$ cat src/ecc_pkg.sv
package ecc_pkg;

    localparam int field_w   = 32;
    localparam int key_bits  = 8;
    localparam int step_w    = 4;
    localparam int key_cnt_w = $clog2(key_bits); // index of the current scalar bit

    typedef enum logic [1:0] {
        fop_add = 2'd0,
        fop_sub = 2'd1,
        fop_mul = 2'd2,
        fop_div = 2'd3 // a * inv(b)
    } field_op_e;

    typedef enum logic {
        ph_double = 1'b0,
        ph_add    = 1'b1
    } phase_e;

    typedef enum logic [2:0] {
        src_rx = 3'd0,
        src_ry = 3'd1,
        src_px = 3'd2,
        src_py = 3'd3,
        src_t1 = 3'd4,
        src_t2 = 3'd5,
        src_nx = 3'd6,
        src_a  = 3'd7
    } opnd_sel_e;

    typedef enum logic [1:0] {
        dst_t1     = 2'd0,
        dst_t2     = 2'd1,
        dst_nx     = 2'd2,
        dst_commit = 2'd3 // ry <= result, rx <= nx
    } dst_sel_e;

    typedef enum logic [2:0] {
        st_idle     = 3'd0,
        st_request  = 3'd1,
        st_wait     = 3'd2,
        st_next_bit = 3'd3,
        st_finish   = 3'd4
    } seq_state_e;

endpackage
$ cat src/ecc_point_mul.sv
`timescale 1ns/1ps

module ecc_point_mul (
    input  logic                         i_clk,
    input  logic                         i_reset,
    input  logic                         start,
    input  logic [ecc_pkg::key_bits-1:0] scalar,
    input  logic [ecc_pkg::field_w-1:0]  base_x,
    input  logic [ecc_pkg::field_w-1:0]  base_y,
    input  logic [ecc_pkg::field_w-1:0]  coeff_a,
    input  logic [ecc_pkg::field_w-1:0]  field_result,
    input  logic                         field_done,
    output logic                         field_req,
    output ecc_pkg::field_op_e           field_op,
    output logic [ecc_pkg::field_w-1:0]  operand_a,
    output logic [ecc_pkg::field_w-1:0]  operand_b,
    output logic [ecc_pkg::field_w-1:0]  result_x,
    output logic [ecc_pkg::field_w-1:0]  result_y,
    output logic                         done,
    output logic                         busy
);

    logic                        load, write_en, next_bit, finish;
    logic                        cur_bit, last_bit, last_step;
    ecc_pkg::phase_e             phase;
    logic [ecc_pkg::step_w-1:0]  step;
    ecc_pkg::opnd_sel_e          src_a, src_b;
    ecc_pkg::dst_sel_e           dst;
    logic [ecc_pkg::field_w-1:0] rx, ry;

    scalar_bit_feeder u_feeder (
        .i_clk    (i_clk),
        .i_reset  (i_reset),
        .load     (load),
        .scalar   (scalar),
        .next_bit (next_bit),
        .cur_bit  (cur_bit),
        .last_bit (last_bit)
    );

    point_step_rom u_rom (
        .phase     (phase),
        .step      (step),
        .op        (field_op),
        .src_a     (src_a),
        .src_b     (src_b),
        .dst       (dst),
        .last_step (last_step)
    );

    point_op_sequencer u_seq (
        .i_clk      (i_clk),
        .i_reset    (i_reset),
        .start      (start),
        .field_done (field_done),
        .cur_bit    (cur_bit),
        .last_bit   (last_bit),
        .last_step  (last_step),
        .phase      (phase),
        .step       (step),
        .field_req  (field_req),
        .load       (load),
        .write_en   (write_en),
        .next_bit   (next_bit),
        .finish     (finish),
        .busy       (busy)
    );

    point_regfile u_regs (
        .i_clk        (i_clk),
        .i_reset      (i_reset),
        .load         (load),
        .base_x       (base_x),
        .base_y       (base_y),
        .coeff_a      (coeff_a),
        .src_a        (src_a),
        .src_b        (src_b),
        .dst          (dst),
        .write_en     (write_en),
        .field_result (field_result),
        .operand_a    (operand_a),
        .operand_b    (operand_b),
        .rx           (rx),
        .ry           (ry)
    );

    point_result_out u_out (
        .i_clk    (i_clk),
        .i_reset  (i_reset),
        .load     (load),
        .finish   (finish),
        .rx       (rx),
        .ry       (ry),
        .result_x (result_x),
        .result_y (result_y),
        .done     (done)
    );

endmodule

$ cat src/point_result_out.sv
`timescale 1ns/1ps

module point_result_out (
    input  logic                        i_clk,
    input  logic                        i_reset,
    input  logic                        load,
    input  logic                        finish,
    input  logic [ecc_pkg::field_w-1:0] rx,
    input  logic [ecc_pkg::field_w-1:0] ry,
    output logic [ecc_pkg::field_w-1:0] result_x,
    output logic [ecc_pkg::field_w-1:0] result_y,
    output logic                        done
);

    always_ff @(posedge i_clk or negedge i_reset)
    begin
        if (!i_reset)
        begin
            done     <= 1'b0;
            result_x <= '0;
            result_y <= '0;
        end
        else if (finish)
        begin
            result_x <= rx;
            result_y <= ry;
            done     <= 1'b1; // held until next accepted start
        end
        else if (load)
            done <= 1'b0;
    end

endmodule

$ cat src/point_regfile.sv
`timescale 1ns/1ps

module point_regfile (
    input  logic                        i_clk,
    input  logic                        i_reset,
    input  logic                        load,
    input  logic [ecc_pkg::field_w-1:0] base_x,
    input  logic [ecc_pkg::field_w-1:0] base_y,
    input  logic [ecc_pkg::field_w-1:0] coeff_a,
    input  ecc_pkg::opnd_sel_e          src_a,
    input  ecc_pkg::opnd_sel_e          src_b,
    input  ecc_pkg::dst_sel_e           dst,
    input  logic                        write_en,
    input  logic [ecc_pkg::field_w-1:0] field_result,
    output logic [ecc_pkg::field_w-1:0] operand_a,
    output logic [ecc_pkg::field_w-1:0] operand_b,
    output logic [ecc_pkg::field_w-1:0] rx,
    output logic [ecc_pkg::field_w-1:0] ry
);

    logic [ecc_pkg::field_w-1:0] px, py, a_r;
    logic [ecc_pkg::field_w-1:0] t1, t2, nx;

    function automatic logic [ecc_pkg::field_w-1:0] pick(input ecc_pkg::opnd_sel_e sel);
        case (sel)
            ecc_pkg::src_rx: pick = rx;
            ecc_pkg::src_ry: pick = ry;
            ecc_pkg::src_px: pick = px;
            ecc_pkg::src_py: pick = py;
            ecc_pkg::src_t1: pick = t1;
            ecc_pkg::src_t2: pick = t2;
            ecc_pkg::src_nx: pick = nx;
            default:         pick = a_r;
        endcase
    endfunction

    assign operand_a = pick(src_a);
    assign operand_b = pick(src_b);

    always_ff @(posedge i_clk or negedge i_reset)
    begin
        if (!i_reset)
        begin
            {rx, ry, px, py, a_r} <= '0;
            {t1, t2, nx}          <= '0;
        end
        else if (load)
        begin
            rx  <= base_x; // R = P for the scalar msb
            ry  <= base_y;
            px  <= base_x;
            py  <= base_y;
            a_r <= coeff_a;
        end
        else if (write_en)
        begin
            case (dst)
                ecc_pkg::dst_t1: t1 <= field_result;
                ecc_pkg::dst_t2: t2 <= field_result;
                ecc_pkg::dst_nx: nx <= field_result;
                default:
                begin
                    rx <= nx; // new point lands in one edge
                    ry <= field_result;
                end
            endcase
        end
    end

endmodule

$ cat src/point_op_sequencer.sv
`timescale 1ns/1ps

module point_op_sequencer (
    input  logic                       i_clk,
    input  logic                       i_reset,
    input  logic                       start,
    input  logic                       field_done,
    input  logic                       cur_bit,
    input  logic                       last_bit,
    input  logic                       last_step,
    output ecc_pkg::phase_e            phase,
    output logic [ecc_pkg::step_w-1:0] step,
    output logic                       field_req,
    output logic                       load,
    output logic                       write_en,
    output logic                       next_bit,
    output logic                       finish,
    output logic                       busy
);

    ecc_pkg::seq_state_e state;

    assign load      = start && (state == ecc_pkg::st_idle); // start ignored while busy
    assign field_req = (state == ecc_pkg::st_request);
    assign write_en  = field_req && field_done;
    assign next_bit  = (state == ecc_pkg::st_next_bit);
    assign finish    = (state == ecc_pkg::st_finish);
    assign busy      = (state != ecc_pkg::st_idle);

    always_ff @(posedge i_clk or negedge i_reset)
    begin
        if (!i_reset)
        begin
            state <= ecc_pkg::st_idle;
            phase <= ecc_pkg::ph_double;
            step  <= '0;
        end
        else
        begin
            case (state)
                ecc_pkg::st_idle:
                    if (load)
                    begin
                        state <= ecc_pkg::st_request;
                        phase <= ecc_pkg::ph_double;
                        step  <= '0;
                    end
                ecc_pkg::st_request:
                    if (field_done)
                    begin
                        if (!last_step)
                        begin
                            step  <= step + 1'b1;
                            state <= ecc_pkg::st_wait; // req low for one cycle
                        end
                        else if (phase == ecc_pkg::ph_double && cur_bit)
                        begin
                            phase <= ecc_pkg::ph_add;
                            step  <= '0;
                            state <= ecc_pkg::st_wait;
                        end
                        else if (last_bit)
                            state <= ecc_pkg::st_finish;
                        else
                            state <= ecc_pkg::st_next_bit;
                    end
                ecc_pkg::st_wait:
                    state <= ecc_pkg::st_request;
                ecc_pkg::st_next_bit:
                begin
                    phase <= ecc_pkg::ph_double;
                    step  <= '0;
                    state <= ecc_pkg::st_request;
                end
                ecc_pkg::st_finish:
                    state <= ecc_pkg::st_idle;
                default:
                    state <= ecc_pkg::st_idle;
            endcase
        end
    end

endmodule

$ cat src/point_step_rom.sv
`timescale 1ns/1ps

module point_step_rom (
    input  ecc_pkg::phase_e          phase,
    input  logic [ecc_pkg::step_w-1:0] step,
    output ecc_pkg::field_op_e       op,
    output ecc_pkg::opnd_sel_e       src_a,
    output ecc_pkg::opnd_sel_e       src_b,
    output ecc_pkg::dst_sel_e        dst,
    output logic                     last_step
);

    always_comb
    begin
        op        = ecc_pkg::fop_add;
        src_a     = ecc_pkg::src_t1;
        src_b     = ecc_pkg::src_t1;
        dst       = ecc_pkg::dst_t1;
        last_step = 1'b0;
        if (phase == ecc_pkg::ph_double)
        begin
            // lambda = (3x^2 + a) / 2y
            case (step)
                4'd0:  {op, src_a, src_b, dst} = {ecc_pkg::fop_mul, ecc_pkg::src_rx, ecc_pkg::src_rx, ecc_pkg::dst_t1};
                4'd1:  {op, src_a, src_b, dst} = {ecc_pkg::fop_add, ecc_pkg::src_t1, ecc_pkg::src_t1, ecc_pkg::dst_t2};
                4'd2:  {op, src_a, src_b, dst} = {ecc_pkg::fop_add, ecc_pkg::src_t1, ecc_pkg::src_t2, ecc_pkg::dst_t1};
                4'd3:  {op, src_a, src_b, dst} = {ecc_pkg::fop_add, ecc_pkg::src_t1, ecc_pkg::src_a, ecc_pkg::dst_t1};
                4'd4:  {op, src_a, src_b, dst} = {ecc_pkg::fop_add, ecc_pkg::src_ry, ecc_pkg::src_ry, ecc_pkg::dst_t2};
                4'd5:  {op, src_a, src_b, dst} = {ecc_pkg::fop_div, ecc_pkg::src_t1, ecc_pkg::src_t2, ecc_pkg::dst_t1};
                4'd6:  {op, src_a, src_b, dst} = {ecc_pkg::fop_mul, ecc_pkg::src_t1, ecc_pkg::src_t1, ecc_pkg::dst_t2};
                4'd7:  {op, src_a, src_b, dst} = {ecc_pkg::fop_sub, ecc_pkg::src_t2, ecc_pkg::src_rx, ecc_pkg::dst_t2};
                4'd8:  {op, src_a, src_b, dst} = {ecc_pkg::fop_sub, ecc_pkg::src_t2, ecc_pkg::src_rx, ecc_pkg::dst_nx};
                4'd9:  {op, src_a, src_b, dst} = {ecc_pkg::fop_sub, ecc_pkg::src_rx, ecc_pkg::src_nx, ecc_pkg::dst_t2};
                4'd10: {op, src_a, src_b, dst} = {ecc_pkg::fop_mul, ecc_pkg::src_t1, ecc_pkg::src_t2, ecc_pkg::dst_t2};
                4'd11:
                begin
                    {op, src_a, src_b, dst} = {ecc_pkg::fop_sub, ecc_pkg::src_t2, ecc_pkg::src_ry, ecc_pkg::dst_commit};
                    last_step = 1'b1;
                end
                default: ;
            endcase
        end
        else
        begin
            // lambda = (py - ry) / (px - rx)
            case (step)
                4'd0: {op, src_a, src_b, dst} = {ecc_pkg::fop_sub, ecc_pkg::src_px, ecc_pkg::src_rx, ecc_pkg::dst_t1};
                4'd1: {op, src_a, src_b, dst} = {ecc_pkg::fop_sub, ecc_pkg::src_py, ecc_pkg::src_ry, ecc_pkg::dst_t2};
                4'd2: {op, src_a, src_b, dst} = {ecc_pkg::fop_div, ecc_pkg::src_t2, ecc_pkg::src_t1, ecc_pkg::dst_t1};
                4'd3: {op, src_a, src_b, dst} = {ecc_pkg::fop_mul, ecc_pkg::src_t1, ecc_pkg::src_t1, ecc_pkg::dst_t2};
                4'd4: {op, src_a, src_b, dst} = {ecc_pkg::fop_sub, ecc_pkg::src_t2, ecc_pkg::src_rx, ecc_pkg::dst_t2};
                4'd5: {op, src_a, src_b, dst} = {ecc_pkg::fop_sub, ecc_pkg::src_t2, ecc_pkg::src_px, ecc_pkg::dst_nx};
                4'd6: {op, src_a, src_b, dst} = {ecc_pkg::fop_sub, ecc_pkg::src_rx, ecc_pkg::src_nx, ecc_pkg::dst_t2};
                4'd7: {op, src_a, src_b, dst} = {ecc_pkg::fop_mul, ecc_pkg::src_t1, ecc_pkg::src_t2, ecc_pkg::dst_t2};
                4'd8:
                begin
                    {op, src_a, src_b, dst} = {ecc_pkg::fop_sub, ecc_pkg::src_t2, ecc_pkg::src_ry, ecc_pkg::dst_commit};
                    last_step = 1'b1;
                end
                default: ;
            endcase
        end
    end

endmodule

$ cat src/scalar_bit_feeder.sv
`timescale 1ns/1ps

module scalar_bit_feeder (
    input  logic                        i_clk,
    input  logic                        i_reset,
    input  logic                        load,
    input  logic [ecc_pkg::key_bits-1:0] scalar,
    input  logic                        next_bit,
    output logic                        cur_bit,
    output logic                        last_bit
);

    logic [ecc_pkg::key_bits-2:0] key_sh;  // scalar minus its msb
    logic [ecc_pkg::key_cnt_w-1:0] bit_idx; // weight of cur_bit

    always_ff @(posedge i_clk or negedge i_reset)
    begin
        if (!i_reset)
        begin
            key_sh  <= '0;
            bit_idx <= '0;
        end
        else if (load)
        begin
            key_sh  <= scalar[ecc_pkg::key_bits-2:0]; // msb taken by R = P
            bit_idx <= ecc_pkg::key_cnt_w'(ecc_pkg::key_bits - 2);
        end
        else if (next_bit)
        begin
            key_sh  <= {key_sh[ecc_pkg::key_bits-3:0], 1'b0};
            bit_idx <= bit_idx - 1'b1;
        end
    end

    assign cur_bit  = key_sh[ecc_pkg::key_bits-2];
    assign last_bit = (bit_idx == '0);

endmodule

$ cat config.mk
export PLATFORM = sky130hd
export DESIGN_NAME = ecc_point_mul
export DESIGN_NICKNAME = d
export VERILOG_FILES = /design/src/ecc_pkg.sv /design/src/ecc_point_mul.sv /design/src/point_result_out.sv /design/src/point_regfile.sv /design/src/point_op_sequencer.sv /design/src/point_step_rom.sv /design/src/scalar_bit_feeder.sv
export SDC_FILE = /design/constraint.sdc
export NUM_CORES = 1
export LEC_CHECK = 0
export ABC_AREA = 1
export BUFFER_PORTS_ARGS = -buffer_cell sky130_fd_sc_hd__buf_4
export CAP_MARGIN = 20
export CORE_MARGIN = 2
export CORE_UTILIZATION = 62
export CTS_CLUSTER_DIAMETER = 200
export DETAILED_ROUTE_END_ITERATION = 7
export HOLD_SLACK_MARGIN = 0.06
export PLACE_DENSITY = 0.86
export RECOVER_POWER = 50
export SLEW_MARGIN = 20
export SYNTH_ARGS = -nofsm -noshare
export SYNTH_HDL_FRONTEND = slang
export SYNTH_SLANG_ARGS = --single-unit
$ cat constraint.sdc
create_clock -name i_clk -period 7.3 [get_ports i_clk]
set_input_delay 2.19 -clock i_clk [delete_from_list [all_inputs] [get_ports i_clk]]
set_output_delay 2.19 -clock i_clk [all_outputs]
set_load 0.03 [all_outputs]
# --- Word level (Yosys, flattened, before mapping) ---
# Cells that the tools add are included.
totals:
  in_bits: 140
  regBits: 339
op_classes:
  n_bitwise: 2
  reduce_logical: 37
  n_eq_ne: 35
  n_mux: 44
  addsub: 2
ops:
  columns: ["operator", "count"]
  rows:
  - ["case mux 32 bit (7 select lines)", 2]
  - ["two-way mux 32 bit", 6]
  - ["case mux 3 bit (5 select lines)", 2]
  - ["two-way mux 3 bit", 9]
  - ["case mux 2 bit (3 select lines)", 4]
  - ["equality test 3 bit (second input constant)", 7]
  - ["equality test 3 x 2 -> 1 bit (second input constant)", 6]
  - ["case mux 3 bit (3 select lines)", 2]
  - ["equality test 4 x 3 -> 1 bit (second input constant)", 4]
  - ["equality test 4 bit (second input constant)", 4]
  - ["two-way mux 4 bit", 4]
  - ["OR reduction 3 bit", 5]
  - ["two-way mux 7 bit", 2]
  - ["logical NOT 3 bit", 4]
  - ["case mux 3 bit (4 select lines)", 1]
  - ["case mux 4 bit (3 select lines)", 1]
  - ["OR reduction 2 bit", 6]
  - ["OR reduction 6 bit", 2]
  - ["equality test 3 x 1 -> 1 bit (second input constant)", 3]
  - ["AND reduction 3 bit", 3]
  - ["equality test 4 x 2 -> 1 bit (second input constant)", 2]
  - ["two-way mux 1 bit", 8]
  - ["OR reduction 4 bit", 2]
  - ["!= test 2 bit (second input constant)", 3]
  - ["19 further kinds", 28]

# --- Depth between registers and ports, before layout ---
logic_depth:
  depth_word: 9
  mapped_depth: 14

# --- By module ---
# From an unflattened synthesis, not the netlist that was laid out.
hier_totals:
  cells_unflattened: 2561
  area_unflattened_um2: 18940.7
modules_own_cells:
  columns: ["module", "seq_area_each_um2", "instances", "cells_per_inst", "area_each_um2"]
  rows:
  - ["point_regfile", 6406.1, 1, 2067, 15020.7]
  - ["point_result_out", 1626.6, 1, 275, 2514.9]
  - ["point_op_sequencer", 200.2, 1, 78, 538.0]
  - ["scalar_bit_feeder", 250.2, 1, 57, 488.0]
  - ["point_step_rom", 0.0, 1, 84, 379.1]

# --- Least setup slack after synthesis ---
# Ideal clock, no wire load.
synth_timing:
  path_type: "register to output"
  startpoint: "register u_seq.step[0] (netlist name)"
  endpoint: "output port operand_a[10] (netlist name)"
  path_stages_with_launch: 13
  n_path_buf: 2
  slack_ns: 3.037
  arrival_ns: 2.073
  cell_sequence: "dfrtp_1 > inv_1 > ha_1 > o21ai_1 > nand2_1 > nand3_1 > nand2_2 > buf_6 > buf_2 > nand3_1 > nand2_1 > nor2_1 > nand3_1"
synth_between:
  elab_chain_cells: 6
  word_cells_on_any_way: 24
synth_lines:
  columns: ["item", "line", "rtl"]
  rows:
  - ["start, declared", "point_op_sequencer.sv:12", "output logic [ecc_pkg::step_w-1:0] step,"]
  - ["start signal, assigned", "point_op_sequencer.sv:53", "step <= step + 1'b1;"]
  - ["equality test 4 x 2 -> 1 bit, or another cell as far along", "point_step_rom.sv:46", "case (step)"]
  - ["OR reduction 4 bit (no source line), or another cell as far along", null, null]
  - ["case mux 3 bit (4 select lines) / case mux 3 bit (3 select lines) (equally long branches)", "point_step_rom.sv:46, point_step_rom.sv:23", null]
  - ["two-way mux 3 bit *", "point_step_rom.sv:20", "if (phase == ecc_pkg::ph_double)"]
  - ["equality test 3 bit, or another cell as far along", "point_regfile.sv:25", "case (sel)"]
  - ["case mux 32 bit (7 select lines) *", "point_regfile.sv:25", null]
  - ["end, declared", "ecc_point_mul.sv:15", "output logic [ecc_pkg::field_w-1:0] operand_a,"]
# Mark *: on every way between the ends. The rest lies on a longest branch, timed or not.

# --- Worst setup path in the final report ---
layout_timing:
  startpoint: "register u_seq.step[0] (netlist name)"
  endpoint: "output port operand_b[11] (netlist name)"
layout_between:
  elab_chain_cells: 6
  word_cells_on_any_way: 28
layout_lines:
  columns: ["item", "line", "rtl"]
  rows:
  - ["equality test 4 bit, or another cell as far along", "point_step_rom.sv:23", "case (step)"]
  - ["OR reduction 3 bit (no source line) / OR reduction 2 bit (equally long branches)", null, null]
  - ["case mux 3 bit (5 select lines), on equally long branches", "point_step_rom.sv:23, point_step_rom.sv:46", null]
  - ["two-way mux 3 bit *", "point_step_rom.sv:20", null]
  - ["equality test 3 bit, or another cell as far along", "point_regfile.sv:25", null]
  - ["case mux 32 bit (7 select lines) *", "point_regfile.sv:25", null]
  - ["end, declared", "ecc_point_mul.sv:16", "output logic [ecc_pkg::field_w-1:0] operand_b,"]
# Marks and branches as above.

==> results_dict.tcl <==
set metrics [dict create \
    hold_viol 0 \
    critPathSlowestCell "nand2_2" \
    cp_max_fo 33 \
    stdcell_count 3095 \
    crit_path_end_kind "output port" \
    critical_path_class "register to output port" \
    drv_cap 4 \
    vias 18570 \
    drc_errors 0 \
    synth_top_area_share_pct 47.20 \
    fin_ws_ns 0.4074 \
    final_cell_mix "768 x nand2_1, 339 x dfrtp_1, 303 x nand3_1" \
    fmax_ghz 0.1451 \
    power_density_nw_per_um2 574.5 \
    drive_above_1_share_pct 12.98 \
    drtIter0Drc 2808 \
    reg2reg_to "u_regs.ry[14]" \
    area_delta_synth_final_pct 16.97 \
    cp_top_family "simple AND/OR/NAND/NOR gates" \
    critPathLaunchType "register" \
    path_depth 14 \
    holdCritStartpoint "u_regs.py[0]" \
    cp-startpoint "u_seq.step[0]" \
    leakage_nw 11.01 \
    syn-mean-instance-area_um2 7.192 \
    whs_ns 0.4734 \
    final_common_cell "nand2_1" \
    cts_tree "yes" \
    synth_cell_types 36 \
    dr.pass1.iters 7 \
    stdcell_area_um2 21020 \
    antenna_found_initial 0 \
    rows 62 \
    die_h_um 174.3 \
    fin_tns_setup_ns 0 \
    grt_max_degree 115 \
    yosys-top-cells-area "dfrtp_1 47%, nand2_1 16%, nand3_1 8.4%" \
    worst-path-buf-inv 4 \
    setup_viol 0 \
    holdPathStages 2 \
    cp_cell_sequence "inv_1 > ha_1 > o21ai_1 > inv_1 > nor2_1 > nand2_1 > nand2_2 > nand2_2 > inv_2 > nand2_2 > nor2_1 > nor2_1 > nand3_1 > buf_4" \
    cts_setup_buffers 0 \
    grt_remaining_overflow 0 \
    synthCells 2499 \
    vdd_drop_max_mv 0.5456 \
    grt_pass1_vias 18220 \
    max_stage_delay_ns 0.86 \
    slew_headroom_pct -101.6 \
    synth-seq-cells 339 \
    dp.cells 3027 \
    wire_per_inst_um 19.18 \
    cts-hold-fix-buffers 0 \
    yosys.area.top_type "dfrtp_1" \
    clk_latency_ns 0.53 \
    cts.repair.resized 0 \
    period_share_pct 94.42 \
    via_per_inst 5.998 \
    cp.required_ns 5.11 \
    hold_path_class "register to register" \
    ant_nets 0 \
    antenna_cells 0 \
    start_util_pct 62.79 \
    hpwl_um 35520 \
    fin_worst_skew_ns 0.02100 \
    clkTransAtPathRegs_ns 0.06 \
    rsz0062_at_grt "false" \
    min_to "u_regs.py[0]" \
    syn-num-nets 2645 \
    place_ws_ns 1.240 \
    ys_warn_count 0 \
    ys_seq_area_share_pct 47.20 \
    placed_area_um2 19950 \
    place.gp.congestion 0.9262 \
    r2r_slack_ns 1.96 \
    worstMarginPinSlew_ns 3.024 \
    port_buffers 271 \
    cp_data_arrival_time_ns 4.70 \
    rr_worst_depth 8 \
    htree_num_levels 2 \
    die_x_um 174.3 \
    final_nets 2828 \
    grt_pass1_wl_um 94030 \
    slew_violations 294 \
    synth_area_um2 17970 \
    wl_um 59360 \
    die_area_um2 30370 \
    cts_root_buf "clkbuf_16" \
    violations "max-capacitance violations, max-slew violations" \
    cts_buffers 37 \
    period_minus_slack_ns 6.893 \
    status "complete, but fails checks" \
    core_area_um2 28630 \
    pin_count 273 \
    r2r_start "u_seq.state[0]" \
    clock_path_buffers 3 \
    clock-sinks 339 \
    grtUsageTotal_pct 38.99 \
]
[tightest hold or removal path, stage by stage, from the launching register on]
cell and delay, ns:
dfrtp_1 0.34, nand2_1 0.05, nand2_1 0.05
[sequential cells by signal, indices dropped and copies added, names as in the netlist]
register          flops
u_regs.py            32
u_seq.state           3
u_seq.phase           1
u_regs.t2            32
u_out.done            1
u_out.result_x       32
u_regs.px            32
u_feeder.bit_idx      3
u_regs.a_r           32
u_out.result_y       32
u_regs.t1            32
u_regs.nx            32
u_feeder.key_sh       7
u_regs.ry            32
u_regs.rx            32
u_seq.step            4
[report_power, final]
part	total (mW)	switching, mW	internal, mW
Combinational	7.01	5.06	1.95
Sequential	3.07	0.498	2.57
Clock	2.00	0.786	1.21
Total	12.1	6.34	5.74
[through the flow]
| step | util [%] | total power, mW |
|---|---|---|
| final | 73.45 | 12.08 |
| after global routing | 73.45 | 12.60 |
| after CTS | 74.24 | 11.86 |
| after detailed placement | 69.70 | 9.821 |
| after global placement | 69.70 | 9.673 |
| after floorplan | - | 7.461 |
[synth_stat cells (all sizes together)]
library cell  count
or2               1
nor2            292
nand4            34
buf              98
a311oi            1
nor3              5
o21ai           303
nand3           307
ha                6
nand2           783
a31oi             1
a41oi             1
a21oi             4
o31ai             1
nor4              3
dfrtp           339
inv             261
o221ai            5
o211ai            2
clkbuf           52
[kinds of logic (layout without fill, tap and decap cells)]
family / count (synthesis) / after routing / synth area share [%]
compound gates: 318 / 318 / 9.112
fa+ha+maj: 6 / 6 / 0.4177
buf+inv: 411 / 623 / 9.878
flops: 339 / 339 / 47.20
simple gates: 1425 / 1425 / 33.39
[cell type report]
class,count,area [um2]
inverter,261,985.9
multi-input combinational,1749,7712
clock buffer,55,1126
fill,2233,7601
clock inverter,13,173.9
tap,384,480.5
timing repair buffer,294,2062
sequential,339,8483
[worst max path at each step]
stage,to,slack (ns)
after floorplan,operand_a[10],3.04
after global placement,operand_b[26],1.29
after detailed placement,operand_b[11],1.24
after CTS,operand_b[11],0.67
after global routing,operand_b[11],0.22
final,operand_b[11],0.41
[per-layer routing]
layer | global-route usage (%) | share of wire, % | vias up
met1 | 51.61 | 36 | 8555
li1 | - | - | 8272
met3 | 7.283 | 13 | 313
met4 | 21.29 | 6.0 | 0
met2 | 61.14 | 45 | 1425
met5 | 0 | 0 | -
Power figures use the tool's default switching activity.
